### src/rtl/fetch_pkg.sv
package fetch_pkg;

    // Cache line geometry
    localparam int CACHE_LINE_SIZE = 128;
    localparam int LINE_WORDS      = CACHE_LINE_SIZE / 32;
    localparam int ICACHE_LINES    = 16;

    // Physical address split for the icache
    localparam int OFFSET_BITS = $clog2(CACHE_LINE_SIZE / 8);
    localparam int INDEX_BITS  = $clog2(ICACHE_LINES);
    localparam int TAG_BITS    = 32 - INDEX_BITS - OFFSET_BITS;

    // Fixed program addresses
    localparam logic [31:0] INIT_ADDR    = 32'h1000;
    localparam logic [31:0] HANDLER_ADDR = 32'h0100;

    // Paging
    localparam int PAGE_BITS     = 12;
    localparam int VPN_BITS      = 32 - PAGE_BITS;
    localparam int ITLB_ENTRIES  = 4;
    localparam int ITLB_IDX_BITS = $clog2(ITLB_ENTRIES);

    // Slot 3 of the privileged file is reserved
    localparam int PRIV_REG_COUNT = 5;

    // Exception causes reported by the ROB and by fetch
    typedef enum logic [2:0] {
        EXC_NONE     = 3'd0,
        EXC_ITLBMISS = 3'd1,
        EXC_DTLBMISS = 3'd2,
        EXC_ILLEGAL  = 3'd3,
        EXC_SYSCALL  = 3'd4
    } exception_e;

    // Privileged register indices
    typedef enum logic [2:0] {
        PRIV_EPC        = 3'd0,
        PRIV_FAULT_ADDR = 3'd1,
        PRIV_CAUSE      = 3'd2,
        PRIV_STATUS     = 3'd4
    } priv_reg_e;

    // Icache line-fill FSM
    typedef enum logic {
        CACHE_IDLE,
        CACHE_FILL
    } icache_state_e;

endpackage

### src/rtl/privileged_regs.sv
`timescale 1ns/10ps

module privileged_regs (
    input  logic                  clk,
    input  logic                  reset,

    // Register write from the ROB
    input  fetch_pkg::priv_reg_e  rm_idx,
    input  logic                  write_enable,
    input  logic [31:0]           write_data,

    // Fault report
    input  fetch_pkg::exception_e exception_vector,
    input  logic [31:0]           fault_pc,
    input  logic [31:0]           fault_addr,

    output logic [31:0]           new_address,
    output logic                  overwrite_pc,
    output logic                  supervisor_mode,
    output logic [31:0]           rm1
);
    import fetch_pkg::*;

    logic [31:0] regs [PRIV_REG_COUNT];
    logic        fault_valid;

    assign fault_valid = exception_vector != EXC_NONE;

    always_ff @(posedge clk or posedge reset) begin
        if (reset) begin
            for (int i = 0; i < PRIV_REG_COUNT; i++) begin
                regs[i] <= '0;
            end
            // Come out of reset in supervisor mode
            regs[PRIV_STATUS] <= 32'd1;
            overwrite_pc      <= 1'b0;
        end else begin
            overwrite_pc <= fault_valid;

            if (write_enable) begin
                regs[rm_idx] <= write_data;
            end

            // A fault overrides a write in the same cycle
            if (fault_valid) begin
                regs[PRIV_EPC]        <= fault_pc;
                regs[PRIV_FAULT_ADDR] <= fault_addr;
                regs[PRIV_CAUSE]      <= {29'b0, exception_vector};
                regs[PRIV_STATUS][0]  <= 1'b1;
            end
        end
    end

    assign supervisor_mode = regs[PRIV_STATUS][0];
    assign rm1             = regs[PRIV_FAULT_ADDR];

    // Redirect target is always the single handler entry
    assign new_address = HANDLER_ADDR;

    // The ROB never reports faults on two consecutive cycles
    a_single_redirect: assert property (
        @(posedge clk) disable iff (reset)
        overwrite_pc |=> !overwrite_pc
    );

endmodule

### src/rtl/itlb.sv
`timescale 1ns/10ps

module itlb (
    input  logic        clk,
    input  logic        reset,
    input  logic        supervisor_mode,
    input  logic [31:0] virtual_address,

    // Refill port
    input  logic        write_enable,
    input  logic [31:0] write_virtual_address,
    input  logic [31:0] write_physical_address,

    output logic [31:0] physical_address,
    output logic        hit
);
    import fetch_pkg::*;

    logic [ITLB_ENTRIES-1:0]  valid;
    logic [VPN_BITS-1:0]      vpn [ITLB_ENTRIES];
    logic [VPN_BITS-1:0]      ppn [ITLB_ENTRIES];
    logic [ITLB_IDX_BITS-1:0] victim;

    logic [VPN_BITS-1:0]      lookup_vpn;
    logic [VPN_BITS-1:0]      fill_vpn;
    logic [VPN_BITS-1:0]      match_ppn;
    logic                     match;
    logic                     fill_found;
    logic [ITLB_IDX_BITS-1:0] fill_slot;

    assign lookup_vpn = virtual_address[31:PAGE_BITS];
    assign fill_vpn   = write_virtual_address[31:PAGE_BITS];

    // Fully associative compare
    always_comb begin
        match     = 1'b0;
        match_ppn = '0;
        for (int i = 0; i < ITLB_ENTRIES; i++) begin
            if (valid[i] && vpn[i] == lookup_vpn) begin
                match     = 1'b1;
                match_ppn = ppn[i];
            end
        end
    end

    // Reuse an entry holding the same page, else take the round-robin victim
    always_comb begin
        fill_found = 1'b0;
        fill_slot  = victim;
        for (int i = 0; i < ITLB_ENTRIES; i++) begin
            if (valid[i] && vpn[i] == fill_vpn) begin
                fill_found = 1'b1;
                fill_slot  = ITLB_IDX_BITS'(i);
            end
        end
    end

    // No translation in supervisor mode
    assign hit              = supervisor_mode || match;
    assign physical_address = supervisor_mode ? virtual_address :
                              {match_ppn, virtual_address[PAGE_BITS-1:0]};

    always_ff @(posedge clk or posedge reset) begin
        if (reset) begin
            valid  <= '0;
            victim <= '0;
        end else if (write_enable) begin
            valid[fill_slot] <= 1'b1;
            if (!fill_found) begin
                victim <= victim + 1'b1;
            end
        end
    end

    always_ff @(posedge clk) begin
        if (write_enable) begin
            vpn[fill_slot] <= fill_vpn;
            ppn[fill_slot] <= write_physical_address[31:PAGE_BITS];
        end
    end

    for (genvar i = 0; i < ITLB_ENTRIES; i++) begin : g_unique_i
        for (genvar j = i + 1; j < ITLB_ENTRIES; j++) begin : g_unique_j
            a_unique_vpn: assert property (
                @(posedge clk) disable iff (reset)
                !(valid[i] && valid[j] && vpn[i] == vpn[j])
            );
        end
    end

endmodule

### src/rtl/icache.sv
`timescale 1ns/10ps

module icache (
    input  logic                                clk,
    input  logic                                reset,
    input  logic                                tlb_hit,
    input  logic [31:0]                         addr,

    // Line return from memory
    input  logic [fetch_pkg::CACHE_LINE_SIZE-1:0] mem_read_data,
    input  logic                                mem_ready,

    output logic [31:0]                         read_data,
    output logic                                busy,
    output logic                                mem_read_en,
    output logic [31:0]                         mem_addr
);
    import fetch_pkg::*;

    // Line storage
    logic [CACHE_LINE_SIZE-1:0] data_mem [ICACHE_LINES];
    logic [TAG_BITS-1:0]        tag_mem  [ICACHE_LINES];
    logic [ICACHE_LINES-1:0]    valid;

    icache_state_e state;
    logic [31:0]   fill_addr;

    logic [INDEX_BITS-1:0]      index;
    logic [INDEX_BITS-1:0]      fill_index;
    logic [TAG_BITS-1:0]        tag;
    logic [LINE_WORDS-1:0][31:0] line_words;
    logic                       cache_hit;
    logic                       start_fill;
    logic                       line_done;

    assign index      = addr[OFFSET_BITS +: INDEX_BITS];
    assign tag        = addr[31 -: TAG_BITS];
    assign fill_index = fill_addr[OFFSET_BITS +: INDEX_BITS];

    // Combinational hit path
    assign cache_hit  = valid[index] && tag_mem[index] == tag;
    assign line_words = data_mem[index];
    assign read_data  = line_words[addr[OFFSET_BITS-1:2]];

    // Only a translated miss stalls fetch
    assign busy = tlb_hit && !cache_hit;

    assign start_fill = state == CACHE_IDLE && busy;
    assign line_done  = state == CACHE_FILL && mem_ready;

    assign mem_read_en = state == CACHE_FILL;
    assign mem_addr    = fill_addr;

    always_ff @(posedge clk or posedge reset) begin
        if (reset) begin
            state <= CACHE_IDLE;
            valid <= '0;
        end else begin
            case (state)
                CACHE_IDLE: begin
                    if (start_fill) begin
                        state <= CACHE_FILL;
                    end
                end
                CACHE_FILL: begin
                    // Fill runs to completion even if the PC moved away
                    if (mem_ready) begin
                        state             <= CACHE_IDLE;
                        valid[fill_index] <= 1'b1;
                    end
                end
                default: begin
                    state <= CACHE_IDLE;
                end
            endcase
        end
    end

    always_ff @(posedge clk) begin
        if (start_fill) begin
            fill_addr <= {addr[31:OFFSET_BITS], {OFFSET_BITS{1'b0}}};
        end
        if (line_done) begin
            data_mem[fill_index] <= mem_read_data;
            tag_mem[fill_index]  <= fill_addr[31 -: TAG_BITS];
        end
    end

    // Request held with a steady address until the line arrives
    a_request_stable: assert property (
        @(posedge clk) disable iff (reset)
        mem_read_en && !mem_ready |=> mem_read_en && $stable(mem_addr)
    );

    // Memory answers only an open request
    a_ready_in_fill: assert property (
        @(posedge clk) disable iff (reset)
        mem_ready |-> state == CACHE_FILL
    );

endmodule

### src/rtl/stage_fetch.sv
`timescale 1ns/10ps

module stage_fetch (
    input  logic                                  clk,
    input  logic                                  reset,

    // Redirect and freeze
    input  logic                                  branch_taken,
    input  logic [31:0]                           new_pc,
    input  logic                                  pc_write_disable,
    input  logic                                  d_cache_stall,

    // Fault report from the ROB
    input  fetch_pkg::exception_e                 exception_vector,
    input  logic [31:0]                           rob_fault_pc,
    input  logic [31:0]                           rob_fault_addr,

    // Privileged register write
    input  logic                                  priv_write_enable,
    input  fetch_pkg::priv_reg_e                  priv_rm_idx,
    input  logic [31:0]                           priv_write_data,

    // ITLB fill
    input  logic                                  itlb_write_enable,
    input  logic [31:0]                           tlb_virtual_address,
    input  logic [31:0]                           tlb_physical_address,

    // Memory line return
    input  logic [fetch_pkg::CACHE_LINE_SIZE-1:0] mem_read_data,
    input  logic                                  mem_ready,

    output logic [31:0]                           pc,
    output logic [31:0]                           instruction,
    output logic                                  stall,
    output fetch_pkg::exception_e                 out_exception_vector,
    output logic                                  mem_read_en,
    output logic [31:0]                           mem_addr,
    output logic [31:0]                           rm1
);
    import fetch_pkg::*;

    logic        supervisor_mode;
    logic        overwrite_pc;
    logic [31:0] overwrite_pc_addr;
    logic [31:0] physical_address;
    logic        itlb_hit;
    logic [31:0] cache_instr;
    logic [31:0] next_pc;
    logic        pc_frozen;

    // Branch beats the exception redirect, which beats sequential fetch
    always_comb begin
        if (branch_taken) begin
            next_pc = new_pc;
        end else if (overwrite_pc) begin
            next_pc = overwrite_pc_addr;
        end else if (!stall) begin
            next_pc = pc + 32'd4;
        end else begin
            next_pc = pc;
        end
    end

    assign pc_frozen = pc_write_disable || d_cache_stall;

    always_ff @(posedge clk or posedge reset) begin
        if (reset) begin
            pc <= INIT_ADDR;
        end else if (!pc_frozen) begin
            pc <= next_pc;
        end
    end

    privileged_regs privileged_regs0 (
        .clk              (clk),
        .reset            (reset),
        .rm_idx           (priv_rm_idx),
        .write_enable     (priv_write_enable),
        .write_data       (priv_write_data),
        .exception_vector (exception_vector),
        .fault_pc         (rob_fault_pc),
        .fault_addr       (rob_fault_addr),
        .new_address      (overwrite_pc_addr),
        .overwrite_pc     (overwrite_pc),
        .supervisor_mode  (supervisor_mode),
        .rm1              (rm1)
    );

    itlb itlb0 (
        .clk                    (clk),
        .reset                  (reset),
        .supervisor_mode        (supervisor_mode),
        .virtual_address        (pc),
        .write_enable           (itlb_write_enable),
        .write_virtual_address  (tlb_virtual_address),
        .write_physical_address (tlb_physical_address),
        .physical_address       (physical_address),
        .hit                    (itlb_hit)
    );

    icache icache0 (
        .clk           (clk),
        .reset         (reset),
        .tlb_hit       (itlb_hit),
        .addr          (physical_address),
        .mem_read_data (mem_read_data),
        .mem_ready     (mem_ready),
        .read_data     (cache_instr),
        .busy          (stall),
        .mem_read_en   (mem_read_en),
        .mem_addr      (mem_addr)
    );

    // Output mux
    assign instruction          = itlb_hit ? cache_instr : 32'h0;
    assign out_exception_vector = itlb_hit ? EXC_NONE : EXC_ITLBMISS;

    // Handler fetch always runs untranslated
    a_handler_untranslated: assert property (
        @(posedge clk) disable iff (reset)
        overwrite_pc |-> itlb_hit
    );

endmodule

### config.mk
export PLATFORM = sky130hd
export DESIGN_NAME = stage_fetch
export DESIGN_NICKNAME = d
export VERILOG_FILES = /design/src/rtl/fetch_pkg.sv /design/src/rtl/privileged_regs.sv /design/src/rtl/itlb.sv /design/src/rtl/icache.sv /design/src/rtl/stage_fetch.sv
export SDC_FILE = /design/constraint.sdc
export NUM_CORES = 2
export LEC_CHECK = 0
export BUFFER_PORTS_ARGS = -buffer_cell sky130_fd_sc_hd__buf_2
export CORE_MARGIN = 1.5
export CORE_UTILIZATION = 35
export CTS_CLUSTER_SIZE = 25
export DETAILED_ROUTE_END_ITERATION = 12
export GPL_TIMING_DRIVEN = 0
export HOLD_SLACK_MARGIN = 0.1
export SYNTH_ARGS = -nofsm -noshare
export SYNTH_HDL_FRONTEND = slang
export SYNTH_HIERARCHICAL = 1
export SYNTH_SLANG_ARGS = --single-unit
### constraint.sdc
create_clock -name clk -period 29.9 [get_ports clk]
set_input_delay 5.98 -clock clk [delete_from_list [all_inputs] [get_ports clk]]
set_output_delay 5.98 -clock clk [all_outputs]
set_load 0.01 [all_outputs]
==> out/qor.yml <==
run_status:
  status: "complete, but fails checks"
  violations: "capacitance limit, slew limit"
power:
  switchingPower_w: 0.00226
  pwr-share-comb_pct: 13.9
  leakage_nw: 40.2
  report.power.total_w: 0.00911
  p_sw_share_pct: 24.8
  peakVddDrop_mv: 0.0460
  internal_power_w: 0.00685
  clock_power_share_pct: 38.2
  power_frac_seq_pct: 47.9
  p_per_area_nw_per_um2: 72.2
timing:
  hold_ws_ns: 0.464
  max_slew.worst_pin.slew_ns: 1.53
  setup_violations: 0
  final.setup.worst_slack_ns: 15.61
  rsz0062_at_grt: "false"
  period_needed_ns: 14.29
  fin_crit_sh_pct: 47.8
  max_slew_margin_pct: -2.63
  skew_ns: 0.0832
  hold_violations: 0
  clock.fmax_ghz: 0.0700
  maxSlewViolCount: 8
  fin_tns_setup_ns: 0
cts:
  cts_setup_buffers: 0
  hold_buffers: 0
  post_cts_resize_count: 0
  insertion_delay_ns: 0.86
  cts_made_buffers: 293
  clk_path_buf_depth: 4
  cts-root-buf: "clkbuf_16"
  cts_tree: "done"
  path_clk_slew_ns: 0.06
  htreeDepth: 5
  cts_sinks: 2709
global_route:
  grt_pass1_vias: 54800
  grt_max_degree: 41
  antenna_found_initial: 76
  grt_pass1_wl_mm: 425
  grt.total_usage_pct: 19.5
  grt_overflow: 0
placement:
  place_ws_ns: 16.67
  hpwl_mm: 211
  gp_congestion: 0.896
  portBuffers: 404
floorplanning:
  rows: 202
  start_util_pct: 35.2
  core-area_um2: 303000
  io_pins: 467
  dieArea_um2: 308000
  fp.dieW_um: 555
  die_h_um: 555
routing:
  via_count: 54500
  drcViolationCount: 0
  drt_wl_total_mm: 306
  wl_per_cell_um: 30.6
  via_per_inst: 5.47
  drt_iter0_drc: 6978
  ant_nets: 0
  dr.pass1.iters: 8
finish:
  utilization_pct: 41.7
  nNetsFinal: 6096
  drive_gt1_share_pct: 32.8
  area_growth_pct: 18.4
setup_path:
  critPathRequiredTime_ns: 23.92
  r2r_slack_ns: 21.25
  crit_end: "stall"
  end_kind: "output port"
  worstSetupPathType: "register to output port"
  timing.rr.end: "pc[7]"
  cp-startpoint: "pc[15]"
  worstSetupStartpointType: "register"
  rr_startpoint: "pc[15]"
  crit_fanout: 10
  arrival_ns: 8.31
  reg2regPathDepth: 22
synth:
  yosys_warnings: 6
  syn_area_per_cell_um2: 22.0
  netlist_instances: 4835
  syn_area_um2: 107000
job:
  maxCapViolations: 2
min_path:
  hp-class: "register to register"
-- worst min path at each step --
stage	slack [ns]	from	cells past startpoint	end
2_1_floorplan	0.43	icache0/valid[11]	1	icache0/valid[11]
3_3_place_gp	0.45	icache0/valid[11]	1	icache0/valid[11]
3_5_place_dp	0.45	icache0/valid[12]	1	icache0/valid[12]
4_1_cts	0.47	icache0/valid[13]	1	icache0/valid[13]
5_1_grt	0.47	icache0/valid[13]	1	icache0/valid[13]
6_report	0.46	icache0/valid[13]	1	icache0/valid[13]
-- layout make-up --
class / count / area [um2]
plain buffers: 307 / 1620
diodes: 25 / 62.6
multi-input cells: 1804 / 24200
clock buffers: 354 / 7830
clock inverters: 156 / 1270
well taps: 3978 / 4980
fillers: 26300 / 177000
flip-flops and latches: 2709 / 80900
repair buffers: 597 / 5210
inverters: 49 / 184
-- flip-flops by register name, summed over array words and instances, names as in the netlist, 2 cells and up --
name                  flops
icache0/data_mem       2048
icache0/mem_addr         28
icache0/tag_mem         384
icache0/valid            16
itlb0/ppn                80
itlb0/valid               4
itlb0/victim              2
itlb0/vpn                80
pc                       32
privileged_regs0/rm1     32
-- critical path, cell delays in order, from the launching register on --
cell and delay, ns:
dfrtp_1 0.60, clkbuf_1 0.54, xnor2_1 0.19, nand4_1 0.25
nor4_1 0.65, nand4_1 0.46, nor3b_4 0.62, buf_6 0.23
nand2_1 0.06, a31oi_1 1.10, xnor2_1 0.20, a21oi_1 0.15
o32ai_2 0.27, nand4_1 0.12, or4b_1 0.59, o41ai_2 0.74
inv_1 0.41, buf_2 0.25
-- per-stage QoR --
stage,std cells,instance area (um2)
detailed placement,9443,117000
global placement,9251,114000
floorplan,4869,107000
CTS,9953,126000
global route,9958,126000
finish,9979,126000
-- routing by layer --
metal,part of all wire (%),GRT usage [%]
met5,0.053,0
met4,2.4,4.55
met3,8.9,3.91
met2,49,32.7
met1,39,26.2
-- cell usage in the layout, fill, tap and decap left out, types with 18 or more instances in the layout --
cell type     n
a21oi_1      67
a22oi_1      22
a31oi_1      48
and2_1       34
buf_1        52
buf_12       90
buf_2       484
buf_4        65
buf_6        85
bufinv_16    19
clkbuf_1    138
clkbuf_16   304
clkinv_1     76
clkinv_2     40
conb_1       38
dfrtp_1      87
diode_2      25
edfxtp_1   2620
inv_1        45
mux2i_1      93
mux4_2      739
nand2_1      84
nand2b_1     24
nand3_1      23
nand4_1      41
nor2_1       89
nor4_1       29
o21ai_0      33
o31ai_1      23
or2_2        18
xnor2_1     119
xor2_1       68
-- power groups by stage --
stage / registers [W] / clock network, W / logic [W]
after CTS: 0.00436 / 0.00353 / 0.00129
final: 0.00436 / 0.00348 / 0.00127
after global routing: 0.00437 / 0.00368 / 0.00133
after global placement: 0.00448 / 0 / 0.00124
after floorplan: 0.00444 / 0 / 0.000743
after detailed placement: 0.00444 / 0 / 0.00128
No activity file was read; power rests on OpenSTA's default activity.
